--- src/id_pkg.sv ---
package id_pkg;

    localparam int XLEN       = 32;
    localparam int REG_ADDR_W = 5;
    localparam int INST_W     = 32;

    typedef logic [XLEN-1:0]       word_t;
    typedef logic [REG_ADDR_W-1:0] reg_addr_t;

    // bl writes the return address here
    localparam reg_addr_t LINK_REG = 5'd1;

    // bits 31:22, immediate, load and store forms
    localparam logic [9:0] OPC10_SLTI  = 10'h008;
    localparam logic [9:0] OPC10_SLTUI = 10'h009;
    localparam logic [9:0] OPC10_ADDI  = 10'h00a;
    localparam logic [9:0] OPC10_ANDI  = 10'h00d;
    localparam logic [9:0] OPC10_ORI   = 10'h00e;
    localparam logic [9:0] OPC10_XORI  = 10'h00f;
    localparam logic [9:0] OPC10_LDB   = 10'h0a0;
    localparam logic [9:0] OPC10_LDH   = 10'h0a1;
    localparam logic [9:0] OPC10_LDW   = 10'h0a2;
    localparam logic [9:0] OPC10_STB   = 10'h0a4;
    localparam logic [9:0] OPC10_STH   = 10'h0a5;
    localparam logic [9:0] OPC10_STW   = 10'h0a6;
    localparam logic [9:0] OPC10_LDBU  = 10'h0a8;
    localparam logic [9:0] OPC10_LDHU  = 10'h0a9;

    // bits 31:15, register-register and shift-immediate forms
    localparam logic [16:0] OPC17_ADD  = 17'h00020;
    localparam logic [16:0] OPC17_SUB  = 17'h00022;
    localparam logic [16:0] OPC17_SLT  = 17'h00024;
    localparam logic [16:0] OPC17_SLTU = 17'h00025;
    localparam logic [16:0] OPC17_NOR  = 17'h00028;
    localparam logic [16:0] OPC17_AND  = 17'h00029;
    localparam logic [16:0] OPC17_OR   = 17'h0002a;
    localparam logic [16:0] OPC17_XOR  = 17'h0002b;
    localparam logic [16:0] OPC17_SLL  = 17'h0002e;
    localparam logic [16:0] OPC17_SRL  = 17'h0002f;
    localparam logic [16:0] OPC17_SRA  = 17'h00030;
    localparam logic [16:0] OPC17_SLLI = 17'h00081;
    localparam logic [16:0] OPC17_SRLI = 17'h00089;
    localparam logic [16:0] OPC17_SRAI = 17'h00091;

    localparam logic [6:0] OPC7_LU12I     = 7'h0a;
    localparam logic [6:0] OPC7_PCADDU12I = 7'h0e;

    localparam logic [5:0] OPC6_JIRL = 6'h13;
    localparam logic [5:0] OPC6_B    = 6'h14;
    localparam logic [5:0] OPC6_BL   = 6'h15;
    localparam logic [5:0] OPC6_BEQ  = 6'h16;
    localparam logic [5:0] OPC6_BNE  = 6'h17;
    localparam logic [5:0] OPC6_BLT  = 6'h18;
    localparam logic [5:0] OPC6_BGE  = 6'h19;
    localparam logic [5:0] OPC6_BLTU = 6'h1a;
    localparam logic [5:0] OPC6_BGEU = 6'h1b;

    typedef enum logic [5:0] {
        ALU_NOP = 6'd0,
        ALU_ADD, ALU_SUB, ALU_SLT, ALU_SLTU, ALU_NOR, ALU_AND, ALU_OR, ALU_XOR,
        ALU_SLL, ALU_SRL, ALU_SRA,
        ALU_SLTI, ALU_SLTUI, ALU_ADDI, ALU_ANDI, ALU_ORI, ALU_XORI,
        ALU_SLLI, ALU_SRLI, ALU_SRAI, ALU_LU12I, ALU_PCADDU12I,
        ALU_LDB, ALU_LDH, ALU_LDW, ALU_LDBU, ALU_LDHU, ALU_STB, ALU_STH, ALU_STW,
        ALU_BEQ, ALU_BNE, ALU_BLT, ALU_BGE, ALU_BLTU, ALU_BGEU, ALU_B, ALU_BL, ALU_JIRL
    } alu_op_e;

    typedef enum logic [2:0] {
        SEL_NOP = 3'd0,
        SEL_LOGIC,
        SEL_SHIFT,
        SEL_ARITH,
        SEL_LOAD_STORE,
        SEL_JUMP_BRANCH
    } alu_sel_e;

    typedef enum logic [2:0] {
        IMM_NONE = 3'd0,
        IMM_SEXT12,
        IMM_ZEXT12,
        IMM_UIMM5,
        IMM_UPPER20,
        IMM_PC_UPPER20
    } imm_kind_e;

    typedef struct packed {
        alu_op_e   aluop;
        alu_sel_e  alusel;
        logic      rd1_en;
        reg_addr_t rd1_addr;
        logic      rd2_en;
        reg_addr_t rd2_addr;
        logic      wr_en;
        reg_addr_t wr_addr;
        word_t     imm;
        imm_kind_e imm_kind;
        word_t     br_offset;
        logic      br_use_reg;
    } dec_ctrl_t;

    typedef struct packed {
        logic      en;
        reg_addr_t addr;
        word_t     data;
    } fwd_t;

    typedef struct packed {
        logic      en;
        reg_addr_t addr;
        word_t     data;
    } wb_t;

    typedef struct packed {
        logic  taken;
        word_t target;
        word_t link;
    } branch_t;

    typedef struct packed {
        alu_op_e   aluop;
        alu_sel_e  alusel;
        word_t     reg1;
        word_t     reg2;
        logic      wr_en;
        reg_addr_t wr_addr;
        word_t     link;
        word_t     pc;
    } id_ex_t;

    localparam id_ex_t ID_EX_BUBBLE = '0;

endpackage

--- src/id_decoder.sv ---
`timescale 1ns/1ps

module id_decoder
    import id_pkg::*;
(
    input  word_t     inst_i,
    output dec_ctrl_t ctrl_o
);

    logic [9:0]  opc10;
    logic [16:0] opc17;
    logic [6:0]  opc7;
    logic [5:0]  opc6;
    reg_addr_t   rd;
    reg_addr_t   rj;
    reg_addr_t   rk;
    word_t       off16;
    word_t       off26;

    assign opc10 = inst_i[INST_W-1 -: 10];
    assign opc17 = inst_i[INST_W-1 -: 17];
    assign opc7  = inst_i[INST_W-1 -: 7];
    assign opc6  = inst_i[INST_W-1 -: 6];

    assign rk = inst_i[14:10];
    assign rj = inst_i[9:5];
    assign rd = inst_i[4:0];

    // word offsets, scaled to bytes
    assign off16 = {{14{inst_i[25]}}, inst_i[25:10], 2'b00};
    assign off26 = {{4{inst_i[9]}}, inst_i[9:0], inst_i[25:10], 2'b00};

    function automatic dec_ctrl_t pick(
        input alu_op_e   op,
        input alu_sel_e  sel,
        input logic      rd1_en,
        input logic      rd2_en,
        input logic      wr_en,
        input imm_kind_e kind
    );
        dec_ctrl_t c;
        c          = '0;
        c.aluop    = op;
        c.alusel   = sel;
        c.rd1_en   = rd1_en;
        c.rd2_en   = rd2_en;
        c.wr_en    = wr_en;
        c.imm_kind = kind;
        return c;
    endfunction

    always_comb begin
        ctrl_o = '0;

        case (opc17)
            OPC17_ADD:  ctrl_o = pick(ALU_ADD,  SEL_ARITH, 1'b1, 1'b1, 1'b1, IMM_NONE);
            OPC17_SUB:  ctrl_o = pick(ALU_SUB,  SEL_ARITH, 1'b1, 1'b1, 1'b1, IMM_NONE);
            OPC17_SLT:  ctrl_o = pick(ALU_SLT,  SEL_ARITH, 1'b1, 1'b1, 1'b1, IMM_NONE);
            OPC17_SLTU: ctrl_o = pick(ALU_SLTU, SEL_ARITH, 1'b1, 1'b1, 1'b1, IMM_NONE);
            OPC17_NOR:  ctrl_o = pick(ALU_NOR,  SEL_LOGIC, 1'b1, 1'b1, 1'b1, IMM_NONE);
            OPC17_AND:  ctrl_o = pick(ALU_AND,  SEL_LOGIC, 1'b1, 1'b1, 1'b1, IMM_NONE);
            OPC17_OR:   ctrl_o = pick(ALU_OR,   SEL_LOGIC, 1'b1, 1'b1, 1'b1, IMM_NONE);
            OPC17_XOR:  ctrl_o = pick(ALU_XOR,  SEL_LOGIC, 1'b1, 1'b1, 1'b1, IMM_NONE);
            OPC17_SLL:  ctrl_o = pick(ALU_SLL,  SEL_SHIFT, 1'b1, 1'b1, 1'b1, IMM_NONE);
            OPC17_SRL:  ctrl_o = pick(ALU_SRL,  SEL_SHIFT, 1'b1, 1'b1, 1'b1, IMM_NONE);
            OPC17_SRA:  ctrl_o = pick(ALU_SRA,  SEL_SHIFT, 1'b1, 1'b1, 1'b1, IMM_NONE);
            OPC17_SLLI: ctrl_o = pick(ALU_SLLI, SEL_SHIFT, 1'b1, 1'b0, 1'b1, IMM_UIMM5);
            OPC17_SRLI: ctrl_o = pick(ALU_SRLI, SEL_SHIFT, 1'b1, 1'b0, 1'b1, IMM_UIMM5);
            OPC17_SRAI: ctrl_o = pick(ALU_SRAI, SEL_SHIFT, 1'b1, 1'b0, 1'b1, IMM_UIMM5);
            default: ;
        endcase

        case (opc10)
            OPC10_SLTI:  ctrl_o = pick(ALU_SLTI,  SEL_ARITH, 1'b1, 1'b0, 1'b1, IMM_SEXT12);
            OPC10_SLTUI: ctrl_o = pick(ALU_SLTUI, SEL_ARITH, 1'b1, 1'b0, 1'b1, IMM_SEXT12);
            OPC10_ADDI:  ctrl_o = pick(ALU_ADDI,  SEL_ARITH, 1'b1, 1'b0, 1'b1, IMM_SEXT12);
            OPC10_ANDI:  ctrl_o = pick(ALU_ANDI,  SEL_LOGIC, 1'b1, 1'b0, 1'b1, IMM_ZEXT12);
            OPC10_ORI:   ctrl_o = pick(ALU_ORI,   SEL_LOGIC, 1'b1, 1'b0, 1'b1, IMM_ZEXT12);
            OPC10_XORI:  ctrl_o = pick(ALU_XORI,  SEL_LOGIC, 1'b1, 1'b0, 1'b1, IMM_ZEXT12);
            OPC10_LDB:  ctrl_o = pick(ALU_LDB,  SEL_LOAD_STORE, 1'b1, 1'b0, 1'b1, IMM_SEXT12);
            OPC10_LDH:  ctrl_o = pick(ALU_LDH,  SEL_LOAD_STORE, 1'b1, 1'b0, 1'b1, IMM_SEXT12);
            OPC10_LDW:  ctrl_o = pick(ALU_LDW,  SEL_LOAD_STORE, 1'b1, 1'b0, 1'b1, IMM_SEXT12);
            OPC10_LDBU: ctrl_o = pick(ALU_LDBU, SEL_LOAD_STORE, 1'b1, 1'b0, 1'b1, IMM_SEXT12);
            OPC10_LDHU: ctrl_o = pick(ALU_LDHU, SEL_LOAD_STORE, 1'b1, 1'b0, 1'b1, IMM_SEXT12);
            OPC10_STB:  ctrl_o = pick(ALU_STB,  SEL_LOAD_STORE, 1'b1, 1'b1, 1'b0, IMM_SEXT12);
            OPC10_STH:  ctrl_o = pick(ALU_STH,  SEL_LOAD_STORE, 1'b1, 1'b1, 1'b0, IMM_SEXT12);
            OPC10_STW:  ctrl_o = pick(ALU_STW,  SEL_LOAD_STORE, 1'b1, 1'b1, 1'b0, IMM_SEXT12);
            default: ;
        endcase

        case (opc7)
            OPC7_LU12I:
                ctrl_o = pick(ALU_LU12I, SEL_LOGIC, 1'b1, 1'b0, 1'b1, IMM_UPPER20);
            OPC7_PCADDU12I:
                ctrl_o = pick(ALU_PCADDU12I, SEL_ARITH, 1'b0, 1'b0, 1'b1, IMM_PC_UPPER20);
            default: ;
        endcase

        case (opc6)
            OPC6_BEQ:  ctrl_o = pick(ALU_BEQ,  SEL_JUMP_BRANCH, 1'b1, 1'b1, 1'b0, IMM_NONE);
            OPC6_BNE:  ctrl_o = pick(ALU_BNE,  SEL_JUMP_BRANCH, 1'b1, 1'b1, 1'b0, IMM_NONE);
            OPC6_BLT:  ctrl_o = pick(ALU_BLT,  SEL_JUMP_BRANCH, 1'b1, 1'b1, 1'b0, IMM_NONE);
            OPC6_BGE:  ctrl_o = pick(ALU_BGE,  SEL_JUMP_BRANCH, 1'b1, 1'b1, 1'b0, IMM_NONE);
            OPC6_BLTU: ctrl_o = pick(ALU_BLTU, SEL_JUMP_BRANCH, 1'b1, 1'b1, 1'b0, IMM_NONE);
            OPC6_BGEU: ctrl_o = pick(ALU_BGEU, SEL_JUMP_BRANCH, 1'b1, 1'b1, 1'b0, IMM_NONE);
            OPC6_B:    ctrl_o = pick(ALU_B,    SEL_JUMP_BRANCH, 1'b0, 1'b0, 1'b0, IMM_NONE);
            OPC6_BL:   ctrl_o = pick(ALU_BL,   SEL_JUMP_BRANCH, 1'b0, 1'b0, 1'b1, IMM_NONE);
            OPC6_JIRL: ctrl_o = pick(ALU_JIRL, SEL_JUMP_BRANCH, 1'b1, 1'b1, 1'b1, IMM_NONE);
            default: ;
        endcase

        // unmatched words stay as the all-zero NOP bundle
        if (ctrl_o.alusel != SEL_NOP) begin
            ctrl_o.rd1_addr = (ctrl_o.aluop == ALU_LU12I) ? '0 : rj;
            // stores and branches take their second source from rd
            if (ctrl_o.rd2_en && ctrl_o.alusel inside {SEL_LOAD_STORE, SEL_JUMP_BRANCH}) begin
                ctrl_o.rd2_addr = rd;
            end else begin
                ctrl_o.rd2_addr = rk;
            end
            ctrl_o.wr_addr = (ctrl_o.aluop == ALU_BL) ? LINK_REG : rd;

            case (ctrl_o.imm_kind)
                IMM_SEXT12:                  ctrl_o.imm = {{20{inst_i[21]}}, inst_i[21:10]};
                IMM_ZEXT12:                  ctrl_o.imm = {20'b0, inst_i[21:10]};
                IMM_UIMM5:                   ctrl_o.imm = {27'b0, inst_i[14:10]};
                IMM_UPPER20, IMM_PC_UPPER20: ctrl_o.imm = {inst_i[24:5], 12'b0};
                default:                     ctrl_o.imm = '0;
            endcase

            if (ctrl_o.alusel == SEL_JUMP_BRANCH) begin
                ctrl_o.br_offset  = (ctrl_o.aluop inside {ALU_B, ALU_BL}) ? off26 : off16;
                ctrl_o.br_use_reg = (ctrl_o.aluop == ALU_JIRL);
            end
        end
    end

endmodule

--- src/id_regfile.sv ---
`timescale 1ns/1ps

module id_regfile
    import id_pkg::*;
(
    input  logic      clk,
    input  logic      rst,
    input  wb_t       wb_i,
    input  reg_addr_t rd1_addr_i,
    input  reg_addr_t rd2_addr_i,
    output word_t     rd1_data_o,
    output word_t     rd2_data_o
);

    // r0 has no storage
    word_t regs [1:31];

    always_ff @(posedge clk) begin
        if (rst) begin
            for (int i = 1; i < 32; i++) begin
                regs[i] <= '0;
            end
        end else if (wb_i.en && wb_i.addr != '0) begin
            regs[wb_i.addr] <= wb_i.data;
        end
    end

    // no write bypass, a write shows up the cycle after
    assign rd1_data_o = (rd1_addr_i == '0) ? '0 : regs[rd1_addr_i];
    assign rd2_data_o = (rd2_addr_i == '0) ? '0 : regs[rd2_addr_i];

endmodule

--- src/id_operand_sel.sv ---
`timescale 1ns/1ps

module id_operand_sel
    import id_pkg::*;
(
    input  dec_ctrl_t ctrl_i,
    input  word_t     pc_i,
    input  word_t     rf1_i,
    input  word_t     rf2_i,
    input  fwd_t      ex_fwd_i,
    input  fwd_t      mem_fwd_i,
    output word_t     reg1_o,
    output word_t     reg2_o
);

    // EX result is younger than MEM, so it wins
    function automatic word_t resolve(
        input logic      en,
        input reg_addr_t addr,
        input word_t     rf,
        input fwd_t      ex,
        input fwd_t      mem,
        input word_t     imm
    );
        word_t val;
        if (!en) begin
            val = imm;
        end else if (ex.en && ex.addr == addr) begin
            val = ex.data;
        end else if (mem.en && mem.addr == addr) begin
            val = mem.data;
        end else begin
            val = rf;
        end
        return val;
    endfunction

    // pcaddu12i adds the upper immediate to the pc
    assign reg1_o = (ctrl_i.imm_kind == IMM_PC_UPPER20) ? pc_i :
                    resolve(ctrl_i.rd1_en, ctrl_i.rd1_addr, rf1_i, ex_fwd_i, mem_fwd_i,
                            ctrl_i.imm);

    assign reg2_o = resolve(ctrl_i.rd2_en, ctrl_i.rd2_addr, rf2_i, ex_fwd_i, mem_fwd_i,
                            ctrl_i.imm);

endmodule

--- src/id_branch_resolve.sv ---
`timescale 1ns/1ps

module id_branch_resolve
    import id_pkg::*;
(
    input  dec_ctrl_t ctrl_i,
    input  word_t     pc_i,
    input  word_t     reg1_i,
    input  word_t     reg2_i,
    input  logic      pause_i,
    output branch_t   branch_o
);

    logic  cond;
    logic  is_link;
    word_t base;

    always_comb begin
        cond = 1'b0;
        case (ctrl_i.aluop)
            ALU_BEQ:  cond = (reg1_i == reg2_i);
            ALU_BNE:  cond = (reg1_i != reg2_i);
            ALU_BLT:  cond = ($signed(reg1_i) < $signed(reg2_i));
            ALU_BGE:  cond = ($signed(reg1_i) >= $signed(reg2_i));
            ALU_BLTU: cond = (reg1_i < reg2_i);
            ALU_BGEU: cond = (reg1_i >= reg2_i);
            ALU_B, ALU_BL, ALU_JIRL: begin
                cond = 1'b1;
            end
            default: cond = 1'b0;
        endcase
    end

    assign is_link = (ctrl_i.aluop == ALU_BL) || (ctrl_i.aluop == ALU_JIRL);

    // jirl jumps relative to rj, all others relative to pc
    assign base = ctrl_i.br_use_reg ? reg1_i : pc_i;

    always_comb begin
        // a stalled instruction is held and redecoded, so its branch waits
        branch_o.taken  = cond && !pause_i;
        branch_o.target = base + ctrl_i.br_offset;
        branch_o.link   = is_link ? pc_i + 32'd4 : '0;
    end

endmodule

--- src/id_ex_reg.sv ---
`timescale 1ns/1ps

module id_ex_reg
    import id_pkg::*;
(
    input  logic      clk,
    input  logic      rst,
    input  dec_ctrl_t ctrl_i,
    input  word_t     pc_i,
    input  word_t     reg1_i,
    input  word_t     reg2_i,
    input  word_t     link_i,
    output id_ex_t    id_ex_o,
    output logic      pause_o
);

    logic ex_is_load;
    logic rd1_hit;
    logic rd2_hit;

    // the entry held here is the one now in EX
    assign ex_is_load = id_ex_o.wr_en &&
                        (id_ex_o.aluop inside {ALU_LDB, ALU_LDH, ALU_LDW, ALU_LDBU, ALU_LDHU});

    assign rd1_hit = ctrl_i.rd1_en && (ctrl_i.rd1_addr == id_ex_o.wr_addr);
    assign rd2_hit = ctrl_i.rd2_en && (ctrl_i.rd2_addr == id_ex_o.wr_addr);

    // load data is not ready until MEM, one bubble covers the gap
    assign pause_o = ex_is_load && (rd1_hit || rd2_hit);

    always_ff @(posedge clk) begin
        if (rst || pause_o) begin
            id_ex_o <= ID_EX_BUBBLE;
        end else begin
            id_ex_o.aluop   <= ctrl_i.aluop;
            id_ex_o.alusel  <= ctrl_i.alusel;
            id_ex_o.reg1    <= reg1_i;
            id_ex_o.reg2    <= reg2_i;
            id_ex_o.wr_en   <= ctrl_i.wr_en;
            id_ex_o.wr_addr <= ctrl_i.wr_addr;
            id_ex_o.link    <= link_i;
            id_ex_o.pc      <= pc_i;
        end
    end

endmodule

--- src/id_stage_top.sv ---
`timescale 1ns/1ps

module id_stage_top
    import id_pkg::*;
(
    input  logic    clk,
    input  logic    rst,
    input  word_t   pc_i,
    input  word_t   inst_i,
    input  wb_t     wb_i,
    input  fwd_t    ex_fwd_i,
    input  fwd_t    mem_fwd_i,
    output id_ex_t  id_ex_o,
    output branch_t branch_o,
    output logic    pause_o
);

    dec_ctrl_t ctrl;
    word_t     rf1_data;
    word_t     rf2_data;
    word_t     reg1;
    word_t     reg2;

    id_decoder id_decoder_inst (
        .inst_i (inst_i),
        .ctrl_o (ctrl)
    );

    id_regfile id_regfile_inst (
        .clk        (clk),
        .rst        (rst),
        .wb_i       (wb_i),
        .rd1_addr_i (ctrl.rd1_addr),
        .rd2_addr_i (ctrl.rd2_addr),
        .rd1_data_o (rf1_data),
        .rd2_data_o (rf2_data)
    );

    id_operand_sel id_operand_sel_inst (
        .ctrl_i    (ctrl),
        .pc_i      (pc_i),
        .rf1_i     (rf1_data),
        .rf2_i     (rf2_data),
        .ex_fwd_i  (ex_fwd_i),
        .mem_fwd_i (mem_fwd_i),
        .reg1_o    (reg1),
        .reg2_o    (reg2)
    );

    id_branch_resolve id_branch_resolve_inst (
        .ctrl_i   (ctrl),
        .pc_i     (pc_i),
        .reg1_i   (reg1),
        .reg2_i   (reg2),
        .pause_i  (pause_o),
        .branch_o (branch_o)
    );

    id_ex_reg id_ex_reg_inst (
        .clk     (clk),
        .rst     (rst),
        .ctrl_i  (ctrl),
        .pc_i    (pc_i),
        .reg1_i  (reg1),
        .reg2_i  (reg2),
        .link_i  (branch_o.link),
        .id_ex_o (id_ex_o),
        .pause_o (pause_o)
    );

endmodule

--- config.mk ---
export PLATFORM = sky130hd
export DESIGN_NAME = id_stage_top
export DESIGN_NICKNAME = d
export VERILOG_FILES = /design/src/id_pkg.sv /design/src/id_decoder.sv /design/src/id_regfile.sv /design/src/id_operand_sel.sv /design/src/id_branch_resolve.sv /design/src/id_ex_reg.sv /design/src/id_stage_top.sv
export SDC_FILE = /design/constraint.sdc
export NUM_CORES = 2
export LEC_CHECK = 0
export ABC_AREA = 1
export BUFFER_PORTS_ARGS = -buffer_cell sky130_fd_sc_hd__buf_2
export CORE_ASPECT_RATIO = 1.75
export CORE_UTILIZATION = 50
export CTS_CLUSTER_SIZE = 25
export DETAILED_ROUTE_END_ITERATION = 10
export PLACE_DENSITY = 0.67
export SLEW_MARGIN = 20
export SYNTH_ARGS = -nofsm -noshare
export SYNTH_HDL_FRONTEND = slang
export SYNTH_SLANG_ARGS = --single-unit
--- constraint.sdc ---
create_clock -name clk -period 9.1 [get_ports clk]
set_clock_uncertainty 0.15 [all_clocks]
set_input_delay 0.91 -clock clk [delete_from_list [all_inputs] [get_ports clk]]
set_output_delay 0.91 -clock clk [all_outputs]
set_load 0.02 [all_outputs]
==> results.md <==
- Final WS setup: 0.263 ns
- Placed Instances: 10900
- DRT Wirelength: 326000 um
- Sequential cell area: 33600 um2
- Global-route wire length before repair: 457000 um
- Clock Latency Late Sink: 0.80 ns
- Vias in the first global route: 66300
- Synth area leader: edfxtp_1
- Final setup violation count: 0
- CP max stage delay: 0.34 ns
- Status: completed
- Placement Rows: 177
- CP delay by family, top: simple AND/OR/NAND/NOR gates
- Setup crit end kind: output port
- Slowest library cell on the worst path: ha_1
- Syn. warnings: 0
- Vias per cell: 6.23
- Layout cell share with drive strength beyond 1: 13.8%
- Register bit total from synthesis: 1167
- CP required: 8.04 ns
- RSZ-0062 raised after global routing: no
- CTS H-tree depth: 3
- EDFF count, synth: 1024
- MaxCap Viol Count: 0
- Max Slew Vio Count: 0
- DRC: 0
- Design Area, Final: 78400 um2
- Initial core utilization: 50.5%
- Final #Nets: 9490
- Max clock buf depth: 3
- Post-synthesis cell count: 8785
- Pre-antenna DRT Iters: 8
- Post-Syn Area: 67300 um2
- Worst Path Max Fanout: 20
- Worst EP arrival: 7.78 ns
- Total gr overflow: 0
- Largest net degree at the start of global routing: 68
- Yosys cell types: 50
- Final Util: 58.9%
- Initial DRC Count: 9863
- IO Port Bufs: 388
- Final Non-Filler Cells: 11200
- Drt wl/cell: 29.2 um
- Top post-synthesis cells by count: nand2_1, nor2_1, edfxtp_1
- LEAKAGE: 34.7 nW
- Root Driver: clkbuf_16
- WS Path Type: primary input to output port
- CORE AREA: 133000 um2
- Post-Place Worst Slack: 0.0754 ns
- Count leader, synth: nand2_1
- Sequential area share after synthesis: 50.0%
- Clk pin slew, worst setup/hold paths: 0.06 ns
- Multi-input logic area: 28300 um2
- GPL Wtd Cong: 1.08
- Area after DPL: 74600 um2
- Share of the synthesized area in the top cell type: 45.7%
- Area contributors post-synth: edfxtp_1, nand2_1, nor2_1
- Initial antenna violation count: 40
- Setup_tns: 0 ns
- Fmax: 113 MHz
- Crit path launch type: primary input
- Worst Tran Pin Value: 1.29 ns
- Fin. Hold Viols: 0
- Hold Crit Class: primary input to register
- Crit path buf inv count: 9
- Global Route Usage Sum: 47.1%
- Ratio of final minimum period to clock period: 97.1%
- Full die area: 136000 um2
- Avg Cell Area, Syn: 7.66 um2
- Clk sinks: 1167
- Main synth FF type: edfxtp_1
- Area delta synth->final: 16.6%
- Vias: 69500
- DPL Wire Length: 227000 um
- Clock period minus worst slack: 8.84 ns
- Num CTS Buffers: 110
- Maximum VDD drop: 0.228 mV
- Async SR Flop Fraction: 0%
- Relative slew slack: 14.0%
- Chip height: 487 um
- TritonCTS clock tree: yes
- Routed Antenna Nets: 0
- I/O pin cnt: 389
- Crit path top cell by count: nand2_1
- Power per Cell Area: 186 nW/um2
- Fillers: 12100
- Die width: 279 um
-- power by group --
group          switching, W  leakage [nW]  internal [W]  total [W]
logic               0.00243          22.0       0.00106    0.00349
registers          0.000133          10.9       0.00609    0.00623
clock network       0.00224          1.80       0.00264    0.00487
-- layout by cell type, fill, tap and decap left out, drive strengths merged, types with 3 or more instances in the layout --
cell,synthesis,layout
nand2,2011,2011
nor2,1456,1456
edfxtp,1024,1024
buf,284,1006
nand3,845,845
o21ai,825,825
inv,735,729
a21oi,622,622
o211ai,144,144
dfxtp,143,143
clkbuf,403,129
clkinv,6,64
ha,62,62
nor3,56,56
xor2,35,35
and2,32,32
conb,1,32
nand4,29,29
diode,0,24
xnor2,15,15
bufinv,0,12
o22ai,10,10
nor4,10,10
clkinvlp,0,8
a31oi,7,7
nor3b,4,4
a211oi,3,3
a221oi,3,3
or2,3,3
-- path summary, 6_finish.rpt --
| kind | slack, ns | cells after the start | from | to |
|---|---|---|---|---|
| max reg2reg | 5.94 | 9 | id_ex_reg_inst.id_ex_o[64] | id_ex_reg_inst.id_ex_o[15] |
| min reg2reg | 0.73 | 5 | id_ex_reg_inst.id_ex_o[69] | id_ex_reg_inst.id_ex_o[64] |
| min | 0.17 | 1 | wb_i[22] | id_regfile_inst.regs[0][22] |
| max | 0.26 | 44 | inst_i[16] | branch_o[60] |
-- cell families after synthesis --
group / synth area share, %
other cells: 0.00558
buf+inv: 8.47
simple gates: 26.9
fa+ha+maj: 1.18
flops: 50.0
xor+xnor: 0.651
compound gates: 12.8
-- sequential cells by signal, summed over array words and instances, names as in the netlist --
| name | count |
|---|---|
| id_ex_reg_inst.id_ex_o | 143 |
| id_regfile_inst.regs | 1024 |
-- per-layer routing --
metal	share of wire (%)	vias up	global-route usage (%)	wire, um
li1	-	30000	-	-
met1	31	32300	50.8	101000
met2	45	5512	75.5	148000
met3	12	1665	11.4	39800
met4	11	22	44.5	37100
met5	0.039	-	0	126
-- final cells by class --
cell class              count  area share, %
clock buffers             129           3.72
inverters                 741           3.60
repair buffers           1006           9.79
multi-input cells        6221           36.1
flip-flops and latches   1167           42.9
clock inverters            72          0.946
diodes                     24         0.0766
well taps                1790           2.86
-- repair_timing --
| action | 4_1_cts | 5_1_grt |
|---|---|---|
| buffers inserted | 0 | 7 |
| hold buffers | 0 | 0 |
| resized for setup | 0 | 10 |
| setup endpoints to repair | 0 | 11 |
-- through the flow --
step	hold slack [ns]	total power, W
detailed placement	0.715	0.00966
CTS	0.152	0.0144
global route	0.164	0.0149
floorplan	0.628	0.00805
global placement	0.710	0.00963
finish	0.172	0.0146
Note: power is estimated with default switching activity, not from simulation.
